--- src/mpa_pkg.sv ---
package mpa_pkg;

    localparam int DATA_W = 32;

    typedef logic [DATA_W-1:0] word_t;
    typedef logic [DATA_W-1:0] instr_t;  // Kept apart from word_t so RAM payloads read clearly
    typedef logic [4:0]        reg_addr_t;

    localparam int IM_DEPTH  = 32;
    localparam int DM_DEPTH  = 32;
    localparam int IM_AW     = $clog2(IM_DEPTH);
    localparam int DM_AW     = $clog2(DM_DEPTH);
    localparam int REG_COUNT = 32;

    localparam word_t RESET_PC = '0;
    localparam word_t PC_STEP  = 4;

    // Opcode field, instr[31:26]
    localparam logic [5:0] OP_SPECIAL = 6'h00;
    localparam logic [5:0] OP_ADDIU   = 6'h09;
    localparam logic [5:0] OP_SLTI    = 6'h0a;
    localparam logic [5:0] OP_SLTIU   = 6'h0b;
    localparam logic [5:0] OP_ANDI    = 6'h0c;
    localparam logic [5:0] OP_ORI     = 6'h0d;
    localparam logic [5:0] OP_XORI    = 6'h0e;
    localparam logic [5:0] OP_LUI     = 6'h0f;
    localparam logic [5:0] OP_LW      = 6'h23;
    localparam logic [5:0] OP_SW      = 6'h2b;

    // Funct field of SPECIAL, instr[5:0]
    localparam logic [5:0] FN_SLL  = 6'h00;
    localparam logic [5:0] FN_SRL  = 6'h02;
    localparam logic [5:0] FN_ADDU = 6'h21;
    localparam logic [5:0] FN_SUBU = 6'h23;
    localparam logic [5:0] FN_AND  = 6'h24;
    localparam logic [5:0] FN_OR   = 6'h25;
    localparam logic [5:0] FN_XOR  = 6'h26;
    localparam logic [5:0] FN_NOR  = 6'h27;
    localparam logic [5:0] FN_SLT  = 6'h2a;
    localparam logic [5:0] FN_SLTU = 6'h2b;

    typedef enum logic [3:0] {
        ALU_ADD, ALU_SUB, ALU_AND, ALU_OR, ALU_XOR,
        ALU_NOR, ALU_SLL, ALU_SRL, ALU_SLT, ALU_SLTU
    } alu_op_e;

    typedef enum logic [1:0] {IMM_NONE, IMM_SIGN, IMM_ZERO} imm_ext_e;

    typedef enum logic [1:0] {WB_ALU, WB_MEM, WB_LUI} wb_sel_e;

    // debug_func codes, 0 selects nothing
    localparam logic [1:0] DBG_IM = 2'd1;
    localparam logic [1:0] DBG_DM = 2'd2;
    localparam logic [1:0] DBG_MR = 2'd3;

endpackage

--- src/mpa_decode.sv ---
`timescale 1ns/1ns

module mpa_decode import mpa_pkg::*; (
    input  instr_t    instr,
    input  logic      mem_debug,
    input  word_t     addr,
    output reg_addr_t rs_addr,
    output reg_addr_t rt_addr,
    output reg_addr_t dest_addr,
    output alu_op_e   alu_op,
    output imm_ext_e  imm_ext,
    output logic      shift_sel,
    output logic      reg_we,
    output logic      dm_we,
    output wb_sel_e   wb_sel
);

    logic [5:0] opcode;
    logic [5:0] funct;

    assign opcode = instr[31:26];
    assign funct  = instr[5:0];

    assign rs_addr   = instr[25:21];
    assign rt_addr   = mem_debug ? addr[4:0] : instr[20:16];  // Debug reads a register via rt
    assign dest_addr = (opcode == OP_SPECIAL) ? instr[15:11] : instr[20:16];

    always_comb begin
        alu_op    = ALU_ADD;
        imm_ext   = IMM_NONE;
        shift_sel = 1'b0;
        reg_we    = 1'b0;
        dm_we     = 1'b0;
        wb_sel    = WB_ALU;

        case (opcode)
            OP_SPECIAL: begin
                reg_we = 1'b1;
                case (funct)
                    FN_ADDU: alu_op = ALU_ADD;
                    FN_SUBU: alu_op = ALU_SUB;
                    FN_AND:  alu_op = ALU_AND;
                    FN_OR:   alu_op = ALU_OR;
                    FN_XOR:  alu_op = ALU_XOR;
                    FN_NOR:  alu_op = ALU_NOR;
                    FN_SLT:  alu_op = ALU_SLT;
                    FN_SLTU: alu_op = ALU_SLTU;
                    FN_SLL: begin
                        alu_op    = ALU_SLL;
                        shift_sel = 1'b1;      // shamt replaces rs
                    end
                    FN_SRL: begin
                        alu_op    = ALU_SRL;
                        shift_sel = 1'b1;
                    end
                    default: reg_we = 1'b0;  // Unknown funct is a no-op
                endcase
            end
            OP_ADDIU: begin
                reg_we  = 1'b1;
                imm_ext = IMM_SIGN;
            end
            OP_SLTI: begin
                reg_we  = 1'b1;
                alu_op  = ALU_SLT;
                imm_ext = IMM_SIGN;
            end
            OP_SLTIU: begin
                reg_we  = 1'b1;
                alu_op  = ALU_SLTU;
                imm_ext = IMM_ZERO;
            end
            OP_ANDI: begin
                reg_we  = 1'b1;
                alu_op  = ALU_AND;
                imm_ext = IMM_ZERO;
            end
            OP_ORI: begin
                reg_we  = 1'b1;
                alu_op  = ALU_OR;
                imm_ext = IMM_ZERO;
            end
            OP_XORI: begin
                reg_we  = 1'b1;
                alu_op  = ALU_XOR;
                imm_ext = IMM_ZERO;
            end
            OP_LUI: begin
                reg_we = 1'b1;
                wb_sel = WB_LUI;             // ALU result unused
            end
            // Loads and stores compute rs + sign-extended offset
            OP_LW: begin
                reg_we  = 1'b1;
                imm_ext = IMM_SIGN;
                wb_sel  = WB_MEM;
            end
            OP_SW: begin
                dm_we   = 1'b1;
                imm_ext = IMM_SIGN;
            end
            default: ;
        endcase
    end

endmodule

--- config.mk ---
export PLATFORM = sky130hd
export DESIGN_NAME = mpa_decode
export DESIGN_NICKNAME = d
export VERILOG_FILES = /design/src/mpa_pkg.sv /design/src/mpa_decode.sv
export SDC_FILE = /design/constraint.sdc
export NUM_CORES = 1
export LEC_CHECK = 0
export BUFFER_PORTS_ARGS = -buffer_cell sky130_fd_sc_hd__buf_2
export CAP_MARGIN = 20
export CORE_MARGIN = 2
export CORE_UTILIZATION = 28
export DETAILED_ROUTE_END_ITERATION = 12
export PLACE_DENSITY = 0.82
export SKIP_LAST_GASP = 1
export SYNTH_ARGS = -nofsm -noshare
export SYNTH_HDL_FRONTEND = slang
export SYNTH_SLANG_ARGS = --single-unit
--- constraint.sdc ---
create_clock -name vclk -period 1.2
set_input_delay 0.06 -clock vclk [all_inputs]
set_output_delay 0.06 -clock vclk [all_outputs]
set_load 0.02 [all_outputs]
After elaboration in Yosys (flattened, before gate mapping)

Index checks and enable logic that the tools add are counted.
Widths: inputs -> output; s select.

Add/sub/neg operators: 0
Multipliers: 0
Divide/modulo/power cells: 0
Magnitude comparators: 0
Eq/ne operators: 18
Shifts and indexed selects: 0
Muxes and demuxes: 11
Bitwise operators: 0
Reduce and logical (&&, ||, !) cells: 7

Operators by type and width:

| kind               | number |
|---|---|
| $eq 6x6->1 const B | 10 |
| $eq 6x4->1 const B | 7 |
| $pmux 4 s9         | 1 |
| $pmux 4 s6         | 1 |
| $logic_not 6->1    | 2 |
| $mux 5             | 2 |
| $reduce_or 10->1   | 1 |
| $pmux 2 s2         | 2 |
| $reduce_or 4->1    | 2 |
| $reduce_or 8->1    | 1 |
| $eq 6x2->1 const B | 1 |
| $mux 1             | 4 |
| $pmux 1 s2         | 1 |
| $reduce_or 2->1    | 1 |

Bits in registers: 0
Bits in latches: 0
Memory bits (writable): 0
Bits in read-only memories: 0
Bits of input ports: 65
Output and inout port bits: 26
Word-level logic and storage cells: 36
Memories: 0

Logic depth before layout (Yosys ltp)

Gate-level depths: netlist (run 1).

Depth after elaboration: 4
Gate-level depth with buffers: 5
Depth with buffers taken out: 4

Least setup slack after synthesis (run 1)

No wires, ideal clock.

Kind: input to output
Start: input instr[26]
End: output alu_op[3]
Arrival: 1.494 ns
Required time: 1.140 ns
Setup slack: -0.354 ns
Stages: 5
Buffers on the path: 1
Cells stage by stage: buf_6 or4_1 nor3_1 a21oi_1 nor4_1

Longest elaborated chain between the ends: 2
Elaborated cells on any way between the ends: 7
Classes of those cells: eq/ne: 5; mux: 1; reduce/logical: 1

Ends and longest elaborated chain:

| element                                              | RTL line         | RTL |
|---|---|---|
| start, declared                                      | mpa_decode.sv:4  | `input instr_t instr,` |
| $eq 6x4->1 / $logic_not 6->1 (equally long branches) | mpa_decode.sv:36 | `case (opcode)` |
| $pmux 4 s6 *                                         | mpa_decode.sv:36 |  |
| end, declared                                        | mpa_decode.sv:10 | `output alu_op_e alu_op,` |

Mark *: on every way between the ends. The rest lies on a longest branch, timed or not.

Worst setup path after layout (run 1)

Ends and elaborated chain as after synthesis.

==> flow_metrics.env, run 1 <==
export IMPL_tightest_slew_ns=0.290
export IMPL_rows=15
export IMPL_postSynthCellCount=66
export IMPL_status="finished, violations left"
export IMPL_grtUsageTotal_pct=15.2
export IMPL_drive_gt1_share_pct=70.9
export IMPL_drv_slew=0
export IMPL_wire_per_inst_um=11.5
export IMPL_vias_per_cell=4.85
export IMPL_hp_class="primary input to output port"
export IMPL_syn_num_nets=131
export IMPL_dp_cells=142
export IMPL_vdd_ir_drop_max_mv=0.145
export IMPL_place_gp_congestion=0.765
export IMPL_period_share_pct=109
export IMPL_start_util_pct=29.4
export IMPL_nets=184
export IMPL_synthesis_area_um2=502
export IMPL_antenna_cells=0
export IMPL_hold_violations=0
export IMPL_seqCellArea_um2=0
export IMPL_syn2layout_area_growth_pct=75.8
export IMPL_ctsHoldBuffers=0
export IMPL_synthDistinctLibCells=28
export IMPL_power_density_nw_per_um2=316
export IMPL_dp_final_hpwl_um=1390
export IMPL_fin_cells=142
export IMPL_die_x_um=46.3
export IMPL_cp_end_kind="output port"
export IMPL_gr_total_overflow=0
export IMPL_worst_slack_ns=-0.107
export IMPL_final_cell_mix="buf_2, buf_4, mux2_2"
export IMPL_drt_wl_total_um=1630
export IMPL_seq_cell_count=0
export IMPL_rsz0062_at_grt="true"
export IMPL_drt_iter0_markers=12
export IMPL_grt_max_degree=9
export IMPL_violations="setup timing"
export IMPL_dr_total_vias=689
export IMPL_critPathKind="primary input to output port"
export IMPL_antenna_found_initial=0
export IMPL_drtAntennaViolNets=0
export IMPL_setup_tns_ns=-0.260
export IMPL_period_needed_ns=1.31
export IMPL_cp_required_ns=1.14
export IMPL_leakagePower_nw=0.400
export IMPL_io_pins=91
export IMPL_crit_fanout=4
export IMPL_grt_pass1_wl_um=2490
export IMPL_cp_arrival_ns=1.25
export IMPL_fmax_ghz=0.765
export IMPL_slew_headroom_pct=80.5
export IMPL_maxCapViolations=0
export IMPL_grt_pass1_vias=635
export IMPL_die_area_um2=2150
export IMPL_final_setup_viol_count=3
export IMPL_core_um2=1710
export IMPL_die_h_um=46.3
export IMPL_seq_area_frac_synth_pct=0
export IMPL_postCtsSetupBuffers=0
export IMPL_utilization_pct=51.6
export IMPL_worstSetupStartpointType="primary input"
export IMPL_layout_commonest_cell="buf_2"
export IMPL_yosysWarnings=0
export IMPL_syn_avg_cell_area_um2=7.60
export IMPL_drt_pass1_iter_count=4
export IMPL_clockBufferCount=0
export IMPL_drc=0
export IMPL_numPortBuffers=49
export IMPL_dp_worst_setup_slack_ns=-0.130
export IMPL_power_w=0.000278
[layout make-up]
type / count / area, um^2
tap: 25 / 31.3
fill: 165 / 826
inverter: 1 / 3.75
timing repair buffer: 61 / 374
multi-input combinational: 55 / 473
[routing by layer]
metal,GRT usage [%],vias up,wire length (um)
met2,29.2,38,865
met1,18.6,301,607
met5,0,-,0
met4,0.571,0,5
met3,1.57,2,147
li1,-,348,-
[kinds of logic (layout without fill, tap and decap cells)]
group                  after synthesis  after routing  synth area share (%)
AND/OR/NAND/NOR                     30             30                  36.4
XOR/XNOR                             3              3                  5.24
multiplexers                        10             10                  22.4
AO/OA/AOI/OAI                       12             12                  16.5
buffers and inverters               11             62                  19.5
[worst paths after layout]
check | startpoint | to | slack [ns] | cells after the start
worst max-delay path | instr[26] | alu_op[3] | -0.11 | 6
worst min-delay path | instr[25] | rs_addr[4] | 0.12 | 0
[what timing repair did]
action,in CTS,in global routing
pin swaps,1,0
endpoints found under the hold margin,0,0
gates resized for setup,10,6
endpoints found under the setup margin,3,11
[critical path, cell delays in order]
cell	delay, ns
buf_2	0.13
or4_1	0.54
nor3_2	0.16
a21oi_2	0.07
nor4_4	0.12
buf_4	0.17
[cells in the mapped netlist]
| cell | number | area (um^2) |
|---|---|---|
| a211oi_1 | 1 | 7.51 |
| a21o_2 | 1 | 8.76 |
| a21oi_1 | 2 | 10.0 |
| a31oi_1 | 2 | 12.5 |
| a32oi_1 | 1 | 8.76 |
| buf_4 | 5 | 37.5 |
| buf_6 | 5 | 56.3 |
| inv_1 | 1 | 3.75 |
| mux2_2 | 10 | 113 |
| nand2_1 | 3 | 11.3 |
| nand2_2 | 1 | 6.26 |
| nand2b_1 | 1 | 6.26 |
| nand3_1 | 3 | 15.0 |
| nand4_1 | 1 | 6.26 |
| nor2_1 | 6 | 22.5 |
| nor2b_1 | 1 | 6.26 |
| nor3_1 | 4 | 20.0 |
| nor3b_1 | 2 | 15.0 |
| nor4_1 | 3 | 18.8 |
| nor4_4 | 1 | 21.3 |
| nor4b_1 | 1 | 8.76 |
| o21ai_0 | 2 | 10.0 |
| o31ai_1 | 1 | 7.51 |
| o32ai_1 | 2 | 17.5 |
| or2_4 | 1 | 8.76 |
| or2b_2 | 1 | 8.76 |
| or4_1 | 1 | 7.51 |
| xor2_1 | 3 | 26.3 |
[per-stage QoR]
stage	hold slack (ns)	area, um^2
final	0.120	882
after global routing	0.120	882
after CTS	0.120	863
after detailed placement	0.120	827
after global placement	0.120	827
after floorplan	0.158	554
[where the power goes]
group / internal [W] / switching (W) / total (W) / leakage, nW
clock: 0 / 0 / 0 / 0
combinational: 0.000131 / 0.000147 / 0.000278 / 0.400
sequential: 0 / 0 / 0 / 0
No activity file was read; power rests on OpenSTA's default activity.
==> inputs of run 2 (changes only) <==
- CORE_UTILIZATION: 28 -> 25
- PLACE_DENSITY: 0.82 -> 0.77
- clock period: 1.2 -> 1.1 ns (I/O delays scaled with it)
==> flow_metrics.env, run 2 (same netlist as run 1, synthesis figures left out) <==
export IMPL_die_x_um=48.8
export IMPL_leakagePower_nw=0.425
export IMPL_holdPathEnd="rs_addr[3]"
export IMPL_cp_num_buf_inv=2
export IMPL_slew_headroom_pct=78.8
export IMPL_status="finished, violations left"
export IMPL_grtUsageTotal_pct=15.9
export IMPL_cp_end_kind="output port"
export IMPL_clkPwrFrac_pct=0
export IMPL_hold_path_cell_count=0
export IMPL_utilization_pct=49.0
export IMPL_final_area_um2=942
export IMPL_crit_fanout=3
export IMPL_clockBufferCount=0
export IMPL_power_density_nw_per_um2=346
export IMPL_io_pins=91
export IMPL_cp_arrival_ns=1.25
export IMPL_violations="setup timing"
export IMPL_cp_required_ns=1.04
export IMPL_drt_iter0_markers=4
export IMPL_drc=0
export IMPL_hold_violations=0
export IMPL_fin_hold_ws_ns=0.110
export IMPL_critical_path_cell_chain="buf_2 -> or4_1 -> nor3_2 -> a21oi_2 -> nor4_4 -> buf_4"
export IMPL_grt_max_degree=10
export IMPL_antenna_cells=0
export IMPL_seq_cell_count=0
export IMPL_ctsHoldBuffers=0
export IMPL_setup_tns_ns=-0.792
export IMPL_period_share_pct=119
export IMPL_slowest_delay_ns=0.53
export IMPL_rows=16
export IMPL_start_util_pct=26.1
export IMPL_worstSetupStartpointType="primary input"
export IMPL_layout_commonest_cell="buf_2"
export IMPL_maxCapViolations=0
export IMPL_drtAntennaViolNets=0
export IMPL_drt_pass1_iter_count=4
export IMPL_vdd_ir_drop_max_mv=0.194
export IMPL_die_area_um2=2380
export IMPL_final_cell_mix="buf_2, buf_4, buf_6"
export IMPL_grt_pass1_wl_um=3130
export IMPL_crit_path_top_delay_cell="or4_1"
export IMPL_drt_wl_total_um=1830
export IMPL_worst_slack_ns=-0.204
export IMPL_cp_top_family="simple AND/OR/NAND/NOR gates"
export IMPL_seqPwrFrac_pct=0
export IMPL_fmax_ghz=0.767
export IMPL_die_h_um=48.8
export IMPL_place_gp_congestion=0.726
export IMPL_syn2layout_area_growth_pct=87.8
export IMPL_hp_class="primary input to output port"
export IMPL_final_setup_viol_count=11
export IMPL_dp_final_hpwl_um=1570
export IMPL_antenna_found_initial=0
export IMPL_rsz0062_at_grt="true"
export IMPL_dr_total_vias=705
export IMPL_core_um2=1920
export IMPL_grt_pass1_vias=715
export IMPL_combPwrFrac_pct=100.0
export IMPL_dpl_cell_area_um2=837
export IMPL_wire_per_inst_um=12.5
export IMPL_drv_slew=0
export IMPL_critPathKind="primary input to output port"
export IMPL_tightest_slew_ns=0.317
export IMPL_gr_total_overflow=0
export IMPL_period_needed_ns=1.30
export IMPL_switchingPower_w=0.000166
export IMPL_nets=186
export IMPL_drive_gt1_share_pct=70.6
export IMPL_numPortBuffers=49
export IMPL_seqCellArea_um2=0
export IMPL_vias_per_cell=4.83
export IMPL_hold_path_startpoint="instr[24]"
export IMPL_sw_frac_of_total_pct=51.0
export IMPL_intPower_w=0.000160
==> run 2: cell types whose count changed in the layout (fill, tap and decap cells not counted) <==
| cell | delta |
|---|---|
| buf_2 | -5 |
| buf_6 | +8 |
| mux2_4 | +1 |
| buf_4 | -1 |
| o21ai_2 | -1 |
| mux2_2 | -1 |
| o21ai_1 | +1 |
==> run 2: area by class of cell <==
cell class	count	area, um^2
Fill cell	189	980
Inverter	1	3.75
Timing Repair Buffer	63	432
Tap cell	27	33.8
Multi-Input combinational cell	55	473
==> run 2: power groups by stage <==
| stage | registers, W | clock network [W] | logic, W |
|---|---|---|---|
| floorplan | 0 | 0 | 0.000199 |
| global placement | 0 | 0 | 0.000287 |
| detailed placement | 0 | 0 | 0.000296 |
| CTS | 0 | 0 | 0.000313 |
| global route | 0 | 0 | 0.000352 |
| finish | 0 | 0 | 0.000326 |
==> run 2: per-layer routing <==
| metal | GRT usage, % | wire length (um) | vias up |
|---|---|---|---|
| met1 | 18.0 | 650 | 309 |
| met3 | 1.84 | 157 | 2 |
| met2 | 32.9 | 1020 | 40 |
| li1 | - | - | 354 |
| met4 | 0.476 | 4 | 0 |
| met5 | 0 | 0 | - |
==> run 2: per-stage QoR <==
stage          setup WS, ns  total power, W  instances
2_1_floorplan        -0.147        0.000199         66
3_3_place_gp         -0.185        0.000287        145
3_5_place_dp         -0.253        0.000296        145
4_1_cts              -0.219        0.000313        145
5_1_grt              -0.278        0.000352        146
6_report             -0.204        0.000326        146
==> run 2: worst max path at each step <==
stage,start,end,depth (start not counted)
2_1_floorplan,instr[30],alu_op[0],5
3_3_place_gp,instr[30],alu_op[2],6
3_5_place_dp,instr[26],alu_op[3],6
4_1_cts,instr[26],alu_op[3],6
5_1_grt,instr[26],alu_op[3],6
6_report,instr[26],alu_op[3],6
==> run 2: repair_timing <==
| action | CTS | global route |
|---|---|---|
| gates resized for setup | 17 | 12 |
| setup endpoints to repair | 12 | 14 |
| buffers inserted | 0 | 1 |
| pin swaps | 1 | 2 |
==> inputs of run 3 (changes only) <==
- TNS_END_PERCENT: unset -> 30
==> flow_metrics.env, run 3 (same netlist as run 1, synthesis figures left out) <==
export IMPL_critPathKind="primary input to output port"
export IMPL_rows=16
export IMPL_leakagePower_nw=0.411
export IMPL_vdd_ir_drop_max_mv=0.176
export IMPL_fmax_ghz=0.785
export IMPL_dp_cells=146
export IMPL_cp_arrival_ns=1.22
export IMPL_fin_cells=146
export IMPL_final_cell_mix="buf_2, buf_4, mux2_2"
export IMPL_syn2layout_area_growth_pct=77.6
export IMPL_grtUsageTotal_pct=15.8
export IMPL_final_setup_viol_count=11
export IMPL_power_density_nw_per_um2=348
export IMPL_cp_required_ns=1.04
export IMPL_layout_commonest_cell="buf_2"
export IMPL_drt_iter0_markers=0
export IMPL_fillers=213
export IMPL_gr_total_overflow=0
export IMPL_worst_slack_ns=-0.174
export IMPL_nets=186
export IMPL_antenna_found_initial=0
export IMPL_drt_wl_total_um=1760
export IMPL_place_gp_congestion=0.822
export IMPL_tightest_slew_ns=0.282
export IMPL_clockBufferCount=0
export IMPL_dr_total_vias=701
export IMPL_period_needed_ns=1.27
export IMPL_hold_violations=0
export IMPL_postCtsSetupBuffers=0
export IMPL_die_area_um2=2380
export IMPL_drtAntennaViolNets=0
export IMPL_numPortBuffers=49
export IMPL_ctsHoldBuffers=0
export IMPL_crit_path_end="alu_op[3]"
export IMPL_antenna_cells=0
export IMPL_grt_max_degree=9
export IMPL_fin_hold_ws_ns=0.110
export IMPL_final_area_um2=891
export IMPL_start_util_pct=26.1
export IMPL_status="finished, violations left"
export IMPL_wire_per_inst_um=12.1
export IMPL_slew_headroom_pct=81.1
export IMPL_seqCellArea_um2=0
export IMPL_dp_final_hpwl_um=1530
export IMPL_cp_end_kind="output port"
export IMPL_violations="setup timing"
export IMPL_crit_path_start="instr[27]"
export IMPL_worstSetupStartpointType="primary input"
export IMPL_dpl_cell_area_um2=845
export IMPL_dp_worst_setup_slack_ns=-0.264
export IMPL_vias_per_cell=4.80
export IMPL_seq_cell_count=0
export IMPL_maxCapViolations=0
export IMPL_hp_class="primary input to output port"
export IMPL_drt_pass1_iter_count=1
export IMPL_die_h_um=48.8
export IMPL_drive_gt1_share_pct=70.6
export IMPL_drc=0
export IMPL_crit_fanout=4
export IMPL_io_pins=91
export IMPL_drv_slew=0
export IMPL_grt_pass1_wl_um=3190
export IMPL_core_um2=1920
export IMPL_rsz0062_at_grt="true"
export IMPL_period_share_pct=116
export IMPL_die_x_um=48.8
export IMPL_grt_pass1_vias=722
export IMPL_utilization_pct=46.4
-- run 3: cell counts in the layout (fill, tap and decap cells not counted) --
No cell type changed its count.
-- run 3: repair_timing --
item	CTS	global route
endpoints found under the setup margin	12	13
pin swaps	2	1
gates resized for setup	13	0
hold endpoints to repair	0	0
-- run 3: worst min path at each step --
stage / start / endpoint / slack, ns / depth (start not counted)
6_report: instr[25] / rs_addr[4] / 0.11 / 0
5_1_grt: instr[22] / rs_addr[1] / 0.11 / 0
4_1_cts: instr[21] / rs_addr[0] / 0.11 / 0
3_5_place_dp: instr[21] / rs_addr[0] / 0.11 / 0
3_3_place_gp: instr[21] / rs_addr[0] / 0.11 / 0
2_1_floorplan: instr[31] / alu_op[3] / 0.15 / 1
-- run 3: layer usage --
| metal | track usage, % | part of all wire, % | vias to the layer above |
|---|---|---|---|
| li1 | - | - | 353 |
| met1 | 20.3 | 44 | 318 |
| met2 | 27.9 | 47 | 28 |
| met3 | 3.68 | 8.8 | 2 |
| met4 | 1.43 | 0.11 | 0 |
| met5 | 0 | 0 | - |
-- run 3: final cells by class --
class                           count  area (um^2)  share of cell area, %
Inverter                            1         3.75                  0.421
Tap cell                           27         33.8                   3.79
Timing Repair Buffer               63          378                   42.4
Multi-Input combinational cell     55          475                   53.4
-- run 3: power by group --
part / internal, W / switching, W / leakage (nW)
sequential: 0 / 0 / 0
combinational: 0.000145 / 0.000165 / 0.411
clock: 0 / 0 / 0
-- run 3: critical path, stage by stage --
cell and delay (ns):
buf_2 0.13, or4_4 0.54, nor3_4 0.13, a21oi_2 0.06, nor4_4 0.12, buf_4 0.18
-- run 3: stage by stage --
stage,TNS (ns),power [W]
after floorplan,-0.795,0.000196
after global placement,-1.07,0.000291
after detailed placement,-1.34,0.000298
after CTS,-0.977,0.000311
after global routing,-1.78,0.000336
final,-0.851,0.000310
